### src/hdl/rv_decode_pkg.sv
`default_nettype none

package rv_decode_pkg;

    // base opcode field in bits 6:2
    localparam logic [4:0] opc_load     = 5'b00000;
    localparam logic [4:0] opc_load_fp  = 5'b00001;
    localparam logic [4:0] opc_op_imm   = 5'b00100;
    localparam logic [4:0] opc_auipc    = 5'b00101;
    localparam logic [4:0] opc_store    = 5'b01000;
    localparam logic [4:0] opc_store_fp = 5'b01001;
    localparam logic [4:0] opc_op       = 5'b01100;
    localparam logic [4:0] opc_lui      = 5'b01101;
    localparam logic [4:0] opc_branch   = 5'b11000;
    localparam logic [4:0] opc_jalr     = 5'b11001;
    localparam logic [4:0] opc_jal      = 5'b11011;
    localparam logic [4:0] opc_system   = 5'b11100;

    localparam logic [1:0] opc_full     = 2'b11;    // 32-bit encoding marker

    // funct3 values
    localparam logic [2:0] f3_add       = 3'b000;   // add/sub, addi
    localparam logic [2:0] f3_sll       = 3'b001;
    localparam logic [2:0] f3_slt       = 3'b010;
    localparam logic [2:0] f3_sltu      = 3'b011;
    localparam logic [2:0] f3_xor       = 3'b100;
    localparam logic [2:0] f3_sr        = 3'b101;   // srl/sra
    localparam logic [2:0] f3_or        = 3'b110;
    localparam logic [2:0] f3_and       = 3'b111;
    localparam logic [2:0] f3_jalr      = 3'b000;
    localparam logic [2:0] f3_priv      = 3'b000;   // ecall, ebreak, mret

    // funct12 of the privileged system words
    localparam logic [11:0] f12_ecall   = 12'h000;
    localparam logic [11:0] f12_ebreak  = 12'h001;
    localparam logic [11:0] f12_mret    = 12'h302;

    typedef logic [31:0] instr_t;

    typedef enum logic [3:0] {
        cls_none,
        cls_load,
        cls_store,
        cls_op_imm,
        cls_op,
        cls_lui,
        cls_auipc,
        cls_branch,
        cls_jal,
        cls_jalr,
        cls_system
    } opc_class_e;

    typedef enum logic [2:0] {
        sys_none,
        sys_ecall,
        sys_ebreak,
        sys_mret,
        sys_csr
    } sys_op_e;

    typedef struct packed {
        logic add_override;
        logic op1_inv_or_ecmp_inv;
        logic op2_inverse;
    } alu_ctrl_t;

    // one-hot or zero
    typedef struct packed {
        logic cmp;
        logic bits;
        logic shift;
        logic arith;
    } alu_res_t;

    typedef struct packed {
        logic j;
        logic i;
        logic r;
    } op2_src_t;

    typedef struct packed {
        logic memory;
        logic pc_next;
        logic alu;
    } res_src_t;

    typedef struct packed {
        logic [11:0] idx;
        logic [4:0]  imm;
        logic        imm_sel;
        logic        write;
        logic        set;
        logic        clear;
        logic        read;
    } csr_ctrl_t;

endpackage

`default_nettype wire

### src/hdl/rv_alu_ctrl.sv
`timescale 1ns/10ps
`default_nettype none

module rv_alu_ctrl
(
    input  rv_decode_pkg::instr_t     i_instr,
    input  rv_decode_pkg::opc_class_e i_class,
    output rv_decode_pkg::alu_ctrl_t  o_alu_ctrl,
    output rv_decode_pkg::alu_res_t   o_alu_res
);
    import rv_decode_pkg::*;

    logic [2:0] funct3;
    logic       f7_alt;     // funct7 bit 5 of sub and sra
    logic       is_branch, is_alu, no_inv, force_inv;

    assign funct3    = i_instr[14:12];
    assign f7_alt    = i_instr[30];
    assign is_branch = (i_class == cls_branch);
    assign is_alu    = (i_class == cls_op) || (i_class == cls_op_imm);
    assign no_inv    = (i_class inside {cls_lui, cls_auipc, cls_jal, cls_load,
                                        cls_store, cls_op_imm});

    assign force_inv = is_branch |
                       (is_alu & (funct3[2:1] == 2'b01)) |    // slt, sltu
                       (is_alu & (funct3 == f3_sr) & f7_alt);  // sra, srai

    assign o_alu_ctrl.add_override = (i_class inside {cls_lui, cls_auipc, cls_jal,
                                                      cls_load, cls_store});
    assign o_alu_ctrl.op1_inv_or_ecmp_inv = is_branch & funct3[0];
    assign o_alu_ctrl.op2_inverse = force_inv ? 1'b1 : (no_inv ? 1'b0 : f7_alt);

    always_comb
    begin
        o_alu_res = '0;
        if (is_branch)
            o_alu_res.cmp = 1'b1;
        else if ((i_class == cls_load) || (i_class == cls_store))
            o_alu_res.arith = 1'b1;     // address add
        else if (is_alu)
        begin
            case (funct3)
                f3_add:          o_alu_res.arith = (i_class == cls_op);  // addi uses zero group
                f3_sll, f3_sr:   o_alu_res.shift = 1'b1;
                f3_slt, f3_sltu: o_alu_res.cmp = 1'b1;
                f3_xor, f3_or,
                f3_and:          o_alu_res.bits = 1'b1;
                default:         o_alu_res = '0;
            endcase
        end
    end

endmodule

`default_nettype wire

### src/hdl/rv_csr_ctrl.sv
`timescale 1ns/10ps
`default_nettype none

module rv_csr_ctrl
(
    input  rv_decode_pkg::instr_t     i_instr,
    input  rv_decode_pkg::sys_op_e    i_sys_op,
    input  wire                       i_stall,
    output rv_decode_pkg::csr_ctrl_t  o_csr,
    output logic                      o_csr_ebreak,
    output logic                      o_inst_mret,
    output logic                      o_inst_csr_req
);
    import rv_decode_pkg::*;

    logic [2:0] funct3;
    logic       is_csr;
    logic       strobe_en;

    assign funct3    = i_instr[14:12];
    assign is_csr    = (i_sys_op == sys_csr);
    assign strobe_en = is_csr & !i_stall;  // no side effects while held

    assign o_csr.idx     = i_instr[31:20];
    assign o_csr.imm     = i_instr[19:15];  // uimm of the i forms
    assign o_csr.imm_sel = funct3[2];
    assign o_csr.write   = strobe_en & (funct3[1:0] == 2'b01);  // csrrw(i)
    assign o_csr.set     = strobe_en & (funct3[1:0] == 2'b10);  // csrrs(i)
    assign o_csr.clear   = strobe_en & (funct3[1:0] == 2'b11);  // csrrc(i)
    assign o_csr.read    = is_csr;

    assign o_inst_csr_req = is_csr;
    assign o_csr_ebreak   = (i_sys_op == sys_ebreak);
    assign o_inst_mret    = (i_sys_op == sys_mret);

endmodule

`default_nettype wire

### src/hdl/rv_decode_top.sv
`timescale 1ns/10ps
`default_nettype none

module rv_decode_top
#(
    parameter int   PC_BITS  = 32,
    parameter logic ZICSR_EN = 1'b1
)
(
    input  wire                      i_clk,
    input  wire                      i_arst_n,
    input  wire                      i_stall,
    input  wire                      i_flush,
    input  wire                      i_ready,
    input  rv_decode_pkg::instr_t    i_instruction,
    input  wire  [PC_BITS-1:1]       i_pc,
    input  wire  [PC_BITS-1:1]       i_pc_next,
    output logic [PC_BITS-1:1]       o_pc,
    output logic [PC_BITS-1:1]       o_pc_next,
    output logic [4:0]               o_rs1,
    output logic [4:0]               o_rs2,
    output logic [4:0]               o_rd,
    output logic [31:0]              o_imm_i,
    output logic [31:0]              o_imm_j,
    output logic [2:0]               o_funct3,
    output rv_decode_pkg::alu_ctrl_t o_alu_ctrl,
    output rv_decode_pkg::alu_res_t  o_alu_res,
    output logic                     o_op1_src,
    output rv_decode_pkg::op2_src_t  o_op2_src,
    output rv_decode_pkg::res_src_t  o_res_src,
    output logic                     o_reg_write,
    output rv_decode_pkg::csr_ctrl_t o_csr,
    output logic                     o_csr_ebreak,
    output logic                     o_inst_mret,
    output logic                     o_inst_csr_req,
    output logic                     o_inst_jal,
    output logic                     o_inst_jalr,
    output logic                     o_inst_branch,
    output logic                     o_inst_store,
    output logic                     o_inst_supported
);
    import rv_decode_pkg::*;

    instr_t     instr;      // registered word
    logic       valid;
    opc_class_e cls;
    sys_op_e    sys_op;

    rv_instr_reg #(.PC_BITS(PC_BITS)) u_instr_reg (
        .i_clk         (i_clk),
        .i_arst_n      (i_arst_n),
        .i_stall       (i_stall),
        .i_flush       (i_flush),
        .i_ready       (i_ready),
        .i_instruction (i_instruction),
        .i_pc          (i_pc),
        .i_pc_next     (i_pc_next),
        .o_instr       (instr),
        .o_valid       (valid),
        .o_pc          (o_pc),
        .o_pc_next     (o_pc_next)
    );

    rv_opcode_decode #(.ZICSR_EN(ZICSR_EN)) u_opcode_decode (
        .i_instr          (instr),
        .i_valid          (valid),
        .o_class          (cls),
        .o_sys_op         (sys_op),
        .o_rs1            (o_rs1),
        .o_reg_write      (o_reg_write),
        .o_op1_src        (o_op1_src),
        .o_op2_src        (o_op2_src),
        .o_res_src        (o_res_src),
        .o_inst_supported (o_inst_supported)
    );

    rv_imm_gen u_imm_gen (
        .i_instr (instr),
        .i_class (cls),
        .o_imm_i (o_imm_i),
        .o_imm_j (o_imm_j)
    );

    rv_alu_ctrl u_alu_ctrl (
        .i_instr    (instr),
        .i_class    (cls),
        .o_alu_ctrl (o_alu_ctrl),
        .o_alu_res  (o_alu_res)
    );

    rv_csr_ctrl u_csr_ctrl (
        .i_instr        (instr),
        .i_sys_op       (sys_op),
        .i_stall        (i_stall),
        .o_csr          (o_csr),
        .o_csr_ebreak   (o_csr_ebreak),
        .o_inst_mret    (o_inst_mret),
        .o_inst_csr_req (o_inst_csr_req)
    );

    assign o_rd     = instr[11:7];
    assign o_rs2    = instr[24:20];
    assign o_funct3 = instr[14:12];

    assign o_inst_jal    = (cls == cls_jal);
    assign o_inst_jalr   = (cls == cls_jalr);
    assign o_inst_branch = (cls == cls_branch);
    assign o_inst_store  = (cls == cls_store);

endmodule

`default_nettype wire

### src/hdl/rv_imm_gen.sv
`timescale 1ns/10ps
`default_nettype none

module rv_imm_gen
(
    input  rv_decode_pkg::instr_t     i_instr,
    input  rv_decode_pkg::opc_class_e i_class,
    output logic [31:0]               o_imm_i,
    output logic [31:0]               o_imm_j
);
    import rv_decode_pkg::*;

    logic [31:0] imm_i, imm_s, imm_b, imm_u, imm_j;

    assign imm_i = {{21{i_instr[31]}}, i_instr[30:20]};
    assign imm_s = {{21{i_instr[31]}}, i_instr[30:25], i_instr[11:7]};
    assign imm_b = {{20{i_instr[31]}}, i_instr[7], i_instr[30:25],
                    i_instr[11:8], 1'b0};
    assign imm_u = {i_instr[31:12], 12'd0};
    assign imm_j = {{12{i_instr[31]}}, i_instr[19:12], i_instr[20],
                    i_instr[30:21], 1'b0};

    // operand immediate
    always_comb
    begin
        if ((i_class == cls_lui) || (i_class == cls_auipc))
            o_imm_i = imm_u;
        else if (i_class == cls_store)
            o_imm_i = imm_s;
        else
            o_imm_i = imm_i;
    end

    assign o_imm_j = (i_class == cls_jal) ? imm_j : imm_b;  // jump or branch offset

endmodule

`default_nettype wire

### src/hdl/rv_instr_reg.sv
`timescale 1ns/10ps
`default_nettype none

module rv_instr_reg
#(
    parameter int PC_BITS = 32
)
(
    input  wire                   i_clk,
    input  wire                   i_arst_n,
    input  wire                   i_stall,
    input  wire                   i_flush,
    input  wire                   i_ready,
    input  rv_decode_pkg::instr_t i_instruction,
    input  wire  [PC_BITS-1:1]    i_pc,
    input  wire  [PC_BITS-1:1]    i_pc_next,
    output rv_decode_pkg::instr_t o_instr,
    output logic                  o_valid,
    output logic [PC_BITS-1:1]    o_pc,
    output logic [PC_BITS-1:1]    o_pc_next
);

    always_ff @(posedge i_clk or negedge i_arst_n)
    begin
        if (!i_arst_n)
        begin
            o_instr   <= '0;
            o_valid   <= 1'b0;
            o_pc      <= '0;
            o_pc_next <= '0;
        end
        else if (i_flush)
        begin
            // pc and next pc hold on flush
            o_instr <= '0;
            o_valid <= 1'b0;
        end
        else if (!i_stall)
        begin
            o_instr   <= i_ready ? i_instruction : '0;  // bubble when fetch not ready
            o_valid   <= i_ready;
            o_pc      <= i_pc;
            o_pc_next <= i_pc_next;
        end
    end

endmodule

`default_nettype wire

### src/hdl/rv_opcode_decode.sv
`timescale 1ns/10ps
`default_nettype none

module rv_opcode_decode
#(
    parameter logic ZICSR_EN = 1'b1
)
(
    input  rv_decode_pkg::instr_t      i_instr,
    input  wire                        i_valid,
    output rv_decode_pkg::opc_class_e  o_class,
    output rv_decode_pkg::sys_op_e     o_sys_op,
    output logic [4:0]                 o_rs1,
    output logic                       o_reg_write,
    output logic                       o_op1_src,
    output rv_decode_pkg::op2_src_t    o_op2_src,
    output rv_decode_pkg::res_src_t    o_res_src,
    output logic                       o_inst_supported
);
    import rv_decode_pkg::*;

    logic [4:0]  opcode;
    logic [2:0]  funct3;
    logic [11:0] funct12;
    logic        full;
    logic        is_load, is_store, is_op_imm, is_lui, is_auipc, is_jal, is_jalr;
    logic        base_ok, sys_ok, zicsr_ok;

    assign opcode  = i_instr[6:2];
    assign funct3  = i_instr[14:12];
    assign funct12 = i_instr[31:20];
    assign full    = (i_instr[1:0] == opc_full);

    always_comb
    begin
        o_class = cls_none;
        if (full)
        begin
            case (opcode)
                opc_load:     o_class = cls_load;
                opc_store:    o_class = cls_store;
                opc_op_imm:   o_class = cls_op_imm;
                opc_op:       o_class = i_instr[25] ? cls_none : cls_op;  // no M extension
                opc_lui:      o_class = cls_lui;
                opc_auipc:    o_class = cls_auipc;
                opc_branch:   o_class = cls_branch;
                opc_jal:      o_class = cls_jal;
                opc_jalr:     o_class = (funct3 == f3_jalr) ? cls_jalr : cls_none;
                opc_system:   o_class = cls_system;
                opc_load_fp,
                opc_store_fp: o_class = cls_none;  // no F extension
                default:      o_class = cls_none;
            endcase
        end
    end

    always_comb
    begin
        o_sys_op = sys_none;
        if (o_class == cls_system)
        begin
            if (funct3 != f3_priv)
                o_sys_op = sys_csr;
            else
            begin
                case (funct12)
                    f12_ecall:  o_sys_op = sys_ecall;
                    f12_ebreak: o_sys_op = sys_ebreak;
                    f12_mret:   o_sys_op = sys_mret;
                    default:    o_sys_op = sys_none;
                endcase
            end
        end
    end

    assign is_load   = (o_class == cls_load);
    assign is_store  = (o_class == cls_store);
    assign is_op_imm = (o_class == cls_op_imm);
    assign is_lui    = (o_class == cls_lui);
    assign is_auipc  = (o_class == cls_auipc);
    assign is_jal    = (o_class == cls_jal);
    assign is_jalr   = (o_class == cls_jalr);

    // any full-length word writes rd unless it has no rd field
    assign o_reg_write = full & !((opcode == opc_branch) |
                                  (opcode == opc_store) |
                                  (opcode == opc_store_fp));

    assign o_rs1     = is_lui ? 5'd0 : i_instr[19:15];  // lui adds to x0
    assign o_op1_src = is_auipc | is_jal;               // pc as operand 1

    assign o_op2_src.j = is_jal;
    assign o_op2_src.i = is_jalr | is_load | is_op_imm | is_lui | is_auipc | is_store;
    assign o_op2_src.r = !(is_jal | is_jalr | is_load | is_op_imm | is_lui |
                           is_auipc | is_store);

    assign o_res_src.memory  = is_load;
    assign o_res_src.pc_next = is_jal | is_jalr;  // link address
    assign o_res_src.alu     = !(is_load | is_jal | is_jalr);

    // system words are supported only per sub-op
    assign base_ok  = (o_class != cls_none) && (o_class != cls_system);
    assign sys_ok   = (o_sys_op == sys_ecall) || (o_sys_op == sys_ebreak);
    assign zicsr_ok = ZICSR_EN && ((o_sys_op == sys_csr) || (o_sys_op == sys_mret));

    assign o_inst_supported = !i_valid | base_ok | sys_ok | zicsr_ok;

endmodule

`default_nettype wire

### config.mk
export PLATFORM = sky130hd
export DESIGN_NAME = rv_decode_top
export DESIGN_NICKNAME = d
export VERILOG_FILES = /design/src/hdl/rv_decode_pkg.sv /design/src/hdl/rv_alu_ctrl.sv /design/src/hdl/rv_csr_ctrl.sv /design/src/hdl/rv_decode_top.sv /design/src/hdl/rv_imm_gen.sv /design/src/hdl/rv_instr_reg.sv /design/src/hdl/rv_opcode_decode.sv
export SDC_FILE = /design/constraint.sdc
export NUM_CORES = 1
export LEC_CHECK = 0
export BUFFER_PORTS_ARGS = -buffer_cell sky130_fd_sc_hd__buf_2
export CAP_MARGIN = 40
export CORE_MARGIN = 10
export CORE_UTILIZATION = 48
export CTS_BUF_LIST = sky130_fd_sc_hd__clkbuf_8 sky130_fd_sc_hd__clkbuf_16
export CTS_CLUSTER_DIAMETER = 200
export DETAILED_ROUTE_END_ITERATION = 12
export PLACE_DENSITY_LB_ADDON = 0.08
export SLEW_MARGIN = 20
export SYNTH_ARGS = -nofsm -noshare
export SYNTH_HDL_FRONTEND = slang
export SYNTH_SLANG_ARGS = --single-unit
### constraint.sdc
create_clock -name i_clk -period 4.6 [get_ports i_clk]
set_input_delay 0.46 -clock i_clk [delete_from_list [all_inputs] [get_ports i_clk]]
set_output_delay 0.46 -clock i_clk [all_outputs]
set_load 0.05 [all_outputs]
Word level (Yosys, flattened, before mapping)
Cells that the tools add are included.
{ "word_totals": {"regBits": 95, "inputBits": 99, "out_inout_bits": 189} }
{ "op_classes": {"eq_ne": 40, "mux": 27, "bitwise_logic": 32, "n_reduce_logical": 22} }
{ "ops": {"columns": ["op", "count"], "rows": [
  ["$mux W32", 3],
  ["$pmux W4 S10", 1],
  ["$mux W31", 1],
  ["$or A1 B1 Y1", 21],
  ["$eq A5 B4 Y1 const B", 4],
  ["$eq A5 B5 Y1 const B", 4],
  ["$mux W20", 1],
  ["$eq A4 B3 Y1 const B", 4],
  ["$eq A3 B3 Y1 const B", 5],
  ["$mux W3", 5],
  ["$eq A12 B1 Y1 const B", 1],
  ["$eq A12 B10 Y1 const B", 1],
  ["$eq A3 B2 Y1 const B", 4],
  ["$eq A4 B4 Y1 const B", 3],
  ["$logic_not A12 Y1", 1],
  ["$mux W4", 3],
  ["$eq A5 B3 Y1 const B", 2],
  ["$mux W1", 10],
  ["$mux W5", 2],
  ["$and A1 B1 Y1", 9],
  ["$eq A4 B2 Y1 const B", 2],
  ["$eq A2 B2 Y1 const B", 3],
  ["$eq A3 B1 Y1 const B", 2],
  ["$pmux W2 S3", 1],
  ["other kinds (17)", 28]
]} }

Logic depth before layout (Yosys ltp)
{ "depth": {"ltp_word": 12, "mapped_depth": 9, "depth_no_buf": 6} }

By module
From an unflattened synthesis, not the netlist that was laid out.
{ "hier_totals": {"hier_cells": 445, "hier_area_um2": 5526.6} }
{ "modules_own_cells": {"columns": ["module", "n_inst", "cells_per_inst", "area_per_inst_um2", "seq_area_each_um2"], "rows": [
  ["rv_instr_reg", 1, 212, 3865.0, 2377.3],
  ["rv_imm_gen", 1, 90, 638.1, 0.0],
  ["rv_opcode_decode", 1, 80, 533.0, 0.0],
  ["rv_alu_ctrl", 1, 32, 222.7, 0.0],
  ["rv_csr_ctrl", 1, 27, 214.0, 0.0],
  ["rv_decode_top", 1, 4, 53.8, 0.0]
]} }

Worst setup path before layout
No wires, ideal clock.
{ "synth_timing": {"kind": "register to output", "from": "reg u_instr_reg.o_instr[6]", "to": "out o_imm_i[0]", "t_arrival_ps": 2823, "required_ps": 4140, "path_slack_ps": 1317, "stages_incl_launch_ff": 8, "path_buffers": 1, "path_cell_list": "dfrtp_1 > buf_2 > and2b_1 > o21ai_0 > a21oi_1 > nor3_2 > mux2i_1 > nor2_1"} }
{ "synth_between": {"elab_chain_len": 6, "elab_cells_between_ends": 18} }
{ "synth_lines": {"columns": ["item", "line_no", "text"], "rows": [
  ["start: declaration", "rv_instr_reg.sv:17", "output rv_decode_pkg::instr_t o_instr,"],
  ["start signal: assignment", "rv_instr_reg.sv:40", "o_instr <= i_ready ? i_instruction : '0;"],
  ["$eq A5 B5 Y1 (tied with other cells)", "rv_opcode_decode.sv:39", "case (opcode)"],
  ["$pmux W4 S10 *", "rv_opcode_decode.sv:39", null],
  ["$mux W4 *", "rv_opcode_decode.sv:37", "if (full)"],
  ["$eq A4 B2 Y1 *", null, null],
  ["named net o_inst_store", "rv_decode_top.sv:39", "output logic o_inst_store,"],
  ["$mux W5 *", "rv_imm_gen.sv:28", "else if (i_class == cls_store)"],
  ["$mux W31 *", "rv_imm_gen.sv:26", "if ((i_class == cls_lui) || (i_class == cls_auipc))"],
  ["end: declaration", "rv_decode_top.sv:23", "output logic [31:0] o_imm_i,"]
]} }
Mark *: on every way through the listed nets, which the timed path passes. The rest lies on a longest branch.

==> out/results.ini <==
[cts]
worst_skew_pair.late_latency_ns=0.36
cts.repair_timing.setup_buffer_count=0
cts_inserted_buffers=9
tritoncts=done
clkSinkCount=95
cts-hold-fix-buffers=0
clkSlewWorstSetupHoldPaths_ns=0.09
htreeDepth=3
cts_resized=0
cts_root_buf=clkbuf_8
cts_buffer_depth=2

[drt]
detail_route.drc_violations=0
routed_wirelength_um=16800
dr_wl_cell_um=21.1
drt-vias-per-instance=5.29
detailroute.via_count=4209
initialDrtViolationCount=277
detail_route.first_pass.iterations=5
detail-route-antenna-nets=0

[logic_synthesis]
yosys_warnings=0
synth_compound_area_share_pct=14.9
syn_area_per_cell_um2=11.5
syn_nets=534
synth-seq-cells=95
syn-cell-area_um2=4990
ys_types=54
synth_largest_area_cell=dfrtp_1
post_synth_inst_count=435
synth_top_family_by_area=multiplexers
muxShareOfSynthArea_pct=16.5
synth_area_in_simple_gates_pct=9.63
postSynth.asyncResetShare_pct=100
synthXorXnorAreaFrac_pct=0.176
synth_area_leaders=dfrtp_1, mux2_2, buf_4
yosys.area_share.adder_pct=0
synth_largest_type_area_fraction_pct=47.6
synth_edf_count=0
synth_seq_area_share_pct=47.6
ys_dominant_reg_cell=dfrtp_1

[floorplan]
starting_utilization_of_the_core_area_pct=48.8
dieHeight_um=122
die_area_um2=14900
boundaryPins=288
fp-row-count=37
die_w_um=122
core_region_area_um2=10200

[min_path]
holdCritPathClass=in2async

[final_layout]
final_core_util_pct=61.7
commonest_non_fill_non_tap_cell_in_the_layout=buf_2
final_cell_mix=buf_2, dfrtp_1, mux2_2, a22o_1, a21o_1
antenna-diode-count=0
layout-drive-gt1-share_pct=58.3
finish.net_count=754
layout-area-overhead-vs-synth_pct=26.5

[global_route]
largest_net_degree_at_the_start_of_global_routing=56
global_route.overflow_total=0
grt_first_pass_wirelength_um=24900
track_usage_pct=21.4
via_count_of_the_first_global_routing_pass=4340
antenna_found_initial=0

[timing]
setup-violations-final=0
setup_repair_after_global_routing_missed_its_margin=false
report.final.slew_viol_count=0
timing_hold_violations_final=0
setup-tns-final_ns=0
fmaxAchievable_ghz=0.265
slew-limit-headroom_pct=44.7
post-route-period-util_pct=81.9
skew_ns=0
period_needed_ns=3.77
tightestPinTransition_ns=0.829

[critical_path]
crit_path_end=o_alu_ctrl[0]
crit_path_max_fanout=20
critPathRequiredTime_ns=4.14
critPathArrivalTime_ns=3.31
critPathKind=reg2out
crit_path_end_kind=primary output
path_cells=and4b_1 -> o21ai_0 -> a21oi_1 -> o21a_1 -> a2111oi_0 -> a2111o_1 -> buf_2
critical-path-slowest-cell=o21a_1
worst_path_largest_cell_delay_ns=0.72
ff2ff_setup_slack_ns=3.69
reg2reg_to=u_instr_reg.o_instr[2]
reg2reg_depth=1
r2r-start=u_instr_reg.o_instr[2]
crit_path_start_kind=flop
startpoint=u_instr_reg.o_instr[2]

[placed_design]
gpl.final_weighted_congestion=0.950
placement.io_buffers=286
hpwl_um=13200

[pwr]
cellLeakagePower_nw=3.61
power_density_nw_per_um2=367
worst_ir_drop_vdd_mv=0.284

[flow_run]
cap_violations=0

[run_status]
status=finished, final reports clean

[kinds of logic after synthesis]
family                    Yosys count
DFF                                95
AOI/OAI and AO/OA                  90
buffers and inverters              88
and+or+nand+nor                    86
muxes                              74
xor gates and xnor gates            1
other                               1
[state kept, by name (all words and copies together) (netlist names)]
signal / cells
u_instr_reg.o_pc_next: 31
u_instr_reg.o_instr: 32
u_instr_reg.o_valid: 1
u_instr_reg.o_pc: 31
[per-layer routing]
layer  vias up  wire [µm]  GRT usage, %
met3        17       1820          8.79
met4         0        218          6.04
met5         -          0             0
met2       213       8650          37.0
met1      2057       6100          23.6
li1       1922          -             -
[critical path, delay by kind of cell (launching register included)]
kind | cells | cell delay (ns)
buf+inv | 1 | 0.22
simple gates | 1 | 0.34
compound gates | 5 | 1.76
flops | 1 | 0.61
[worst min path at each step]
stage,from,endpoint,slack [ns],cells past startpoint
floorplan,i_arst_n,u_instr_reg.o_instr[0],0.16,0
CTS,i_arst_n,u_instr_reg.o_pc[31],0.07,1
finish,i_arst_n,u_instr_reg.o_pc[21],0.06,1
global route,i_arst_n,u_instr_reg.o_pc[21],0.09,1
global placement,i_arst_n,u_instr_reg.o_pc_next[19],0.46,1
detailed placement,i_arst_n,u_instr_reg.o_pc[21],0.47,1
[stage by stage]
step                      cell area [µm²]  total power, mW  setup slack [ns]  hold slack (ns)  cells
after floorplan                      4990             1.58              1.32            0.164    435
after global placement               6120             1.77              1.40            0.458    780
after detailed placement             6120             1.79              1.30            0.466    780
after CTS                            6310             2.35             0.888           0.0666    796
after global routing                 6310             2.42             0.738           0.0881    796
final                                6310             2.32             0.833           0.0619    796
[report_power, final]
group	internal, mW	switching (mW)	total, mW
combinational	0.204	0.572	0.775
sequential	0.925	0.0632	0.989
clock	0.254	0.301	0.555
total	1.38	0.936	2.32
[cell usage after synthesis (2+ instances only)]
master and instances:
a2111o_1 2, a21o_1 28, a21oi_1 7, a22o_1 32, and2_1 7, and2b_1 2
and3_1 2, buf_2 14, buf_4 54, clkbuf_1 14, dfrtp_1 95, inv_1 5
mux2_2 67, mux2i_1 6, nand2_1 14, nand2b_1 2, nand3_1 2, nor2_1 23
nor2b_1 12, nor3_1 5, o21ai_0 6, o22ai_1 2, or2_1 2, or4_1 2
[cell type report]
cell class	instances	area, µm²
Clock buffer	9	124
Clock inverter	7	72.6
Fill cell	867	3920
Inverter	5	18.8
Multi-Input combinational cell	252	2070
Sequential cell	95	2380
Tap cell	136	170
Timing Repair Buffer	292	1480
(Power assumes the default switching activity.)
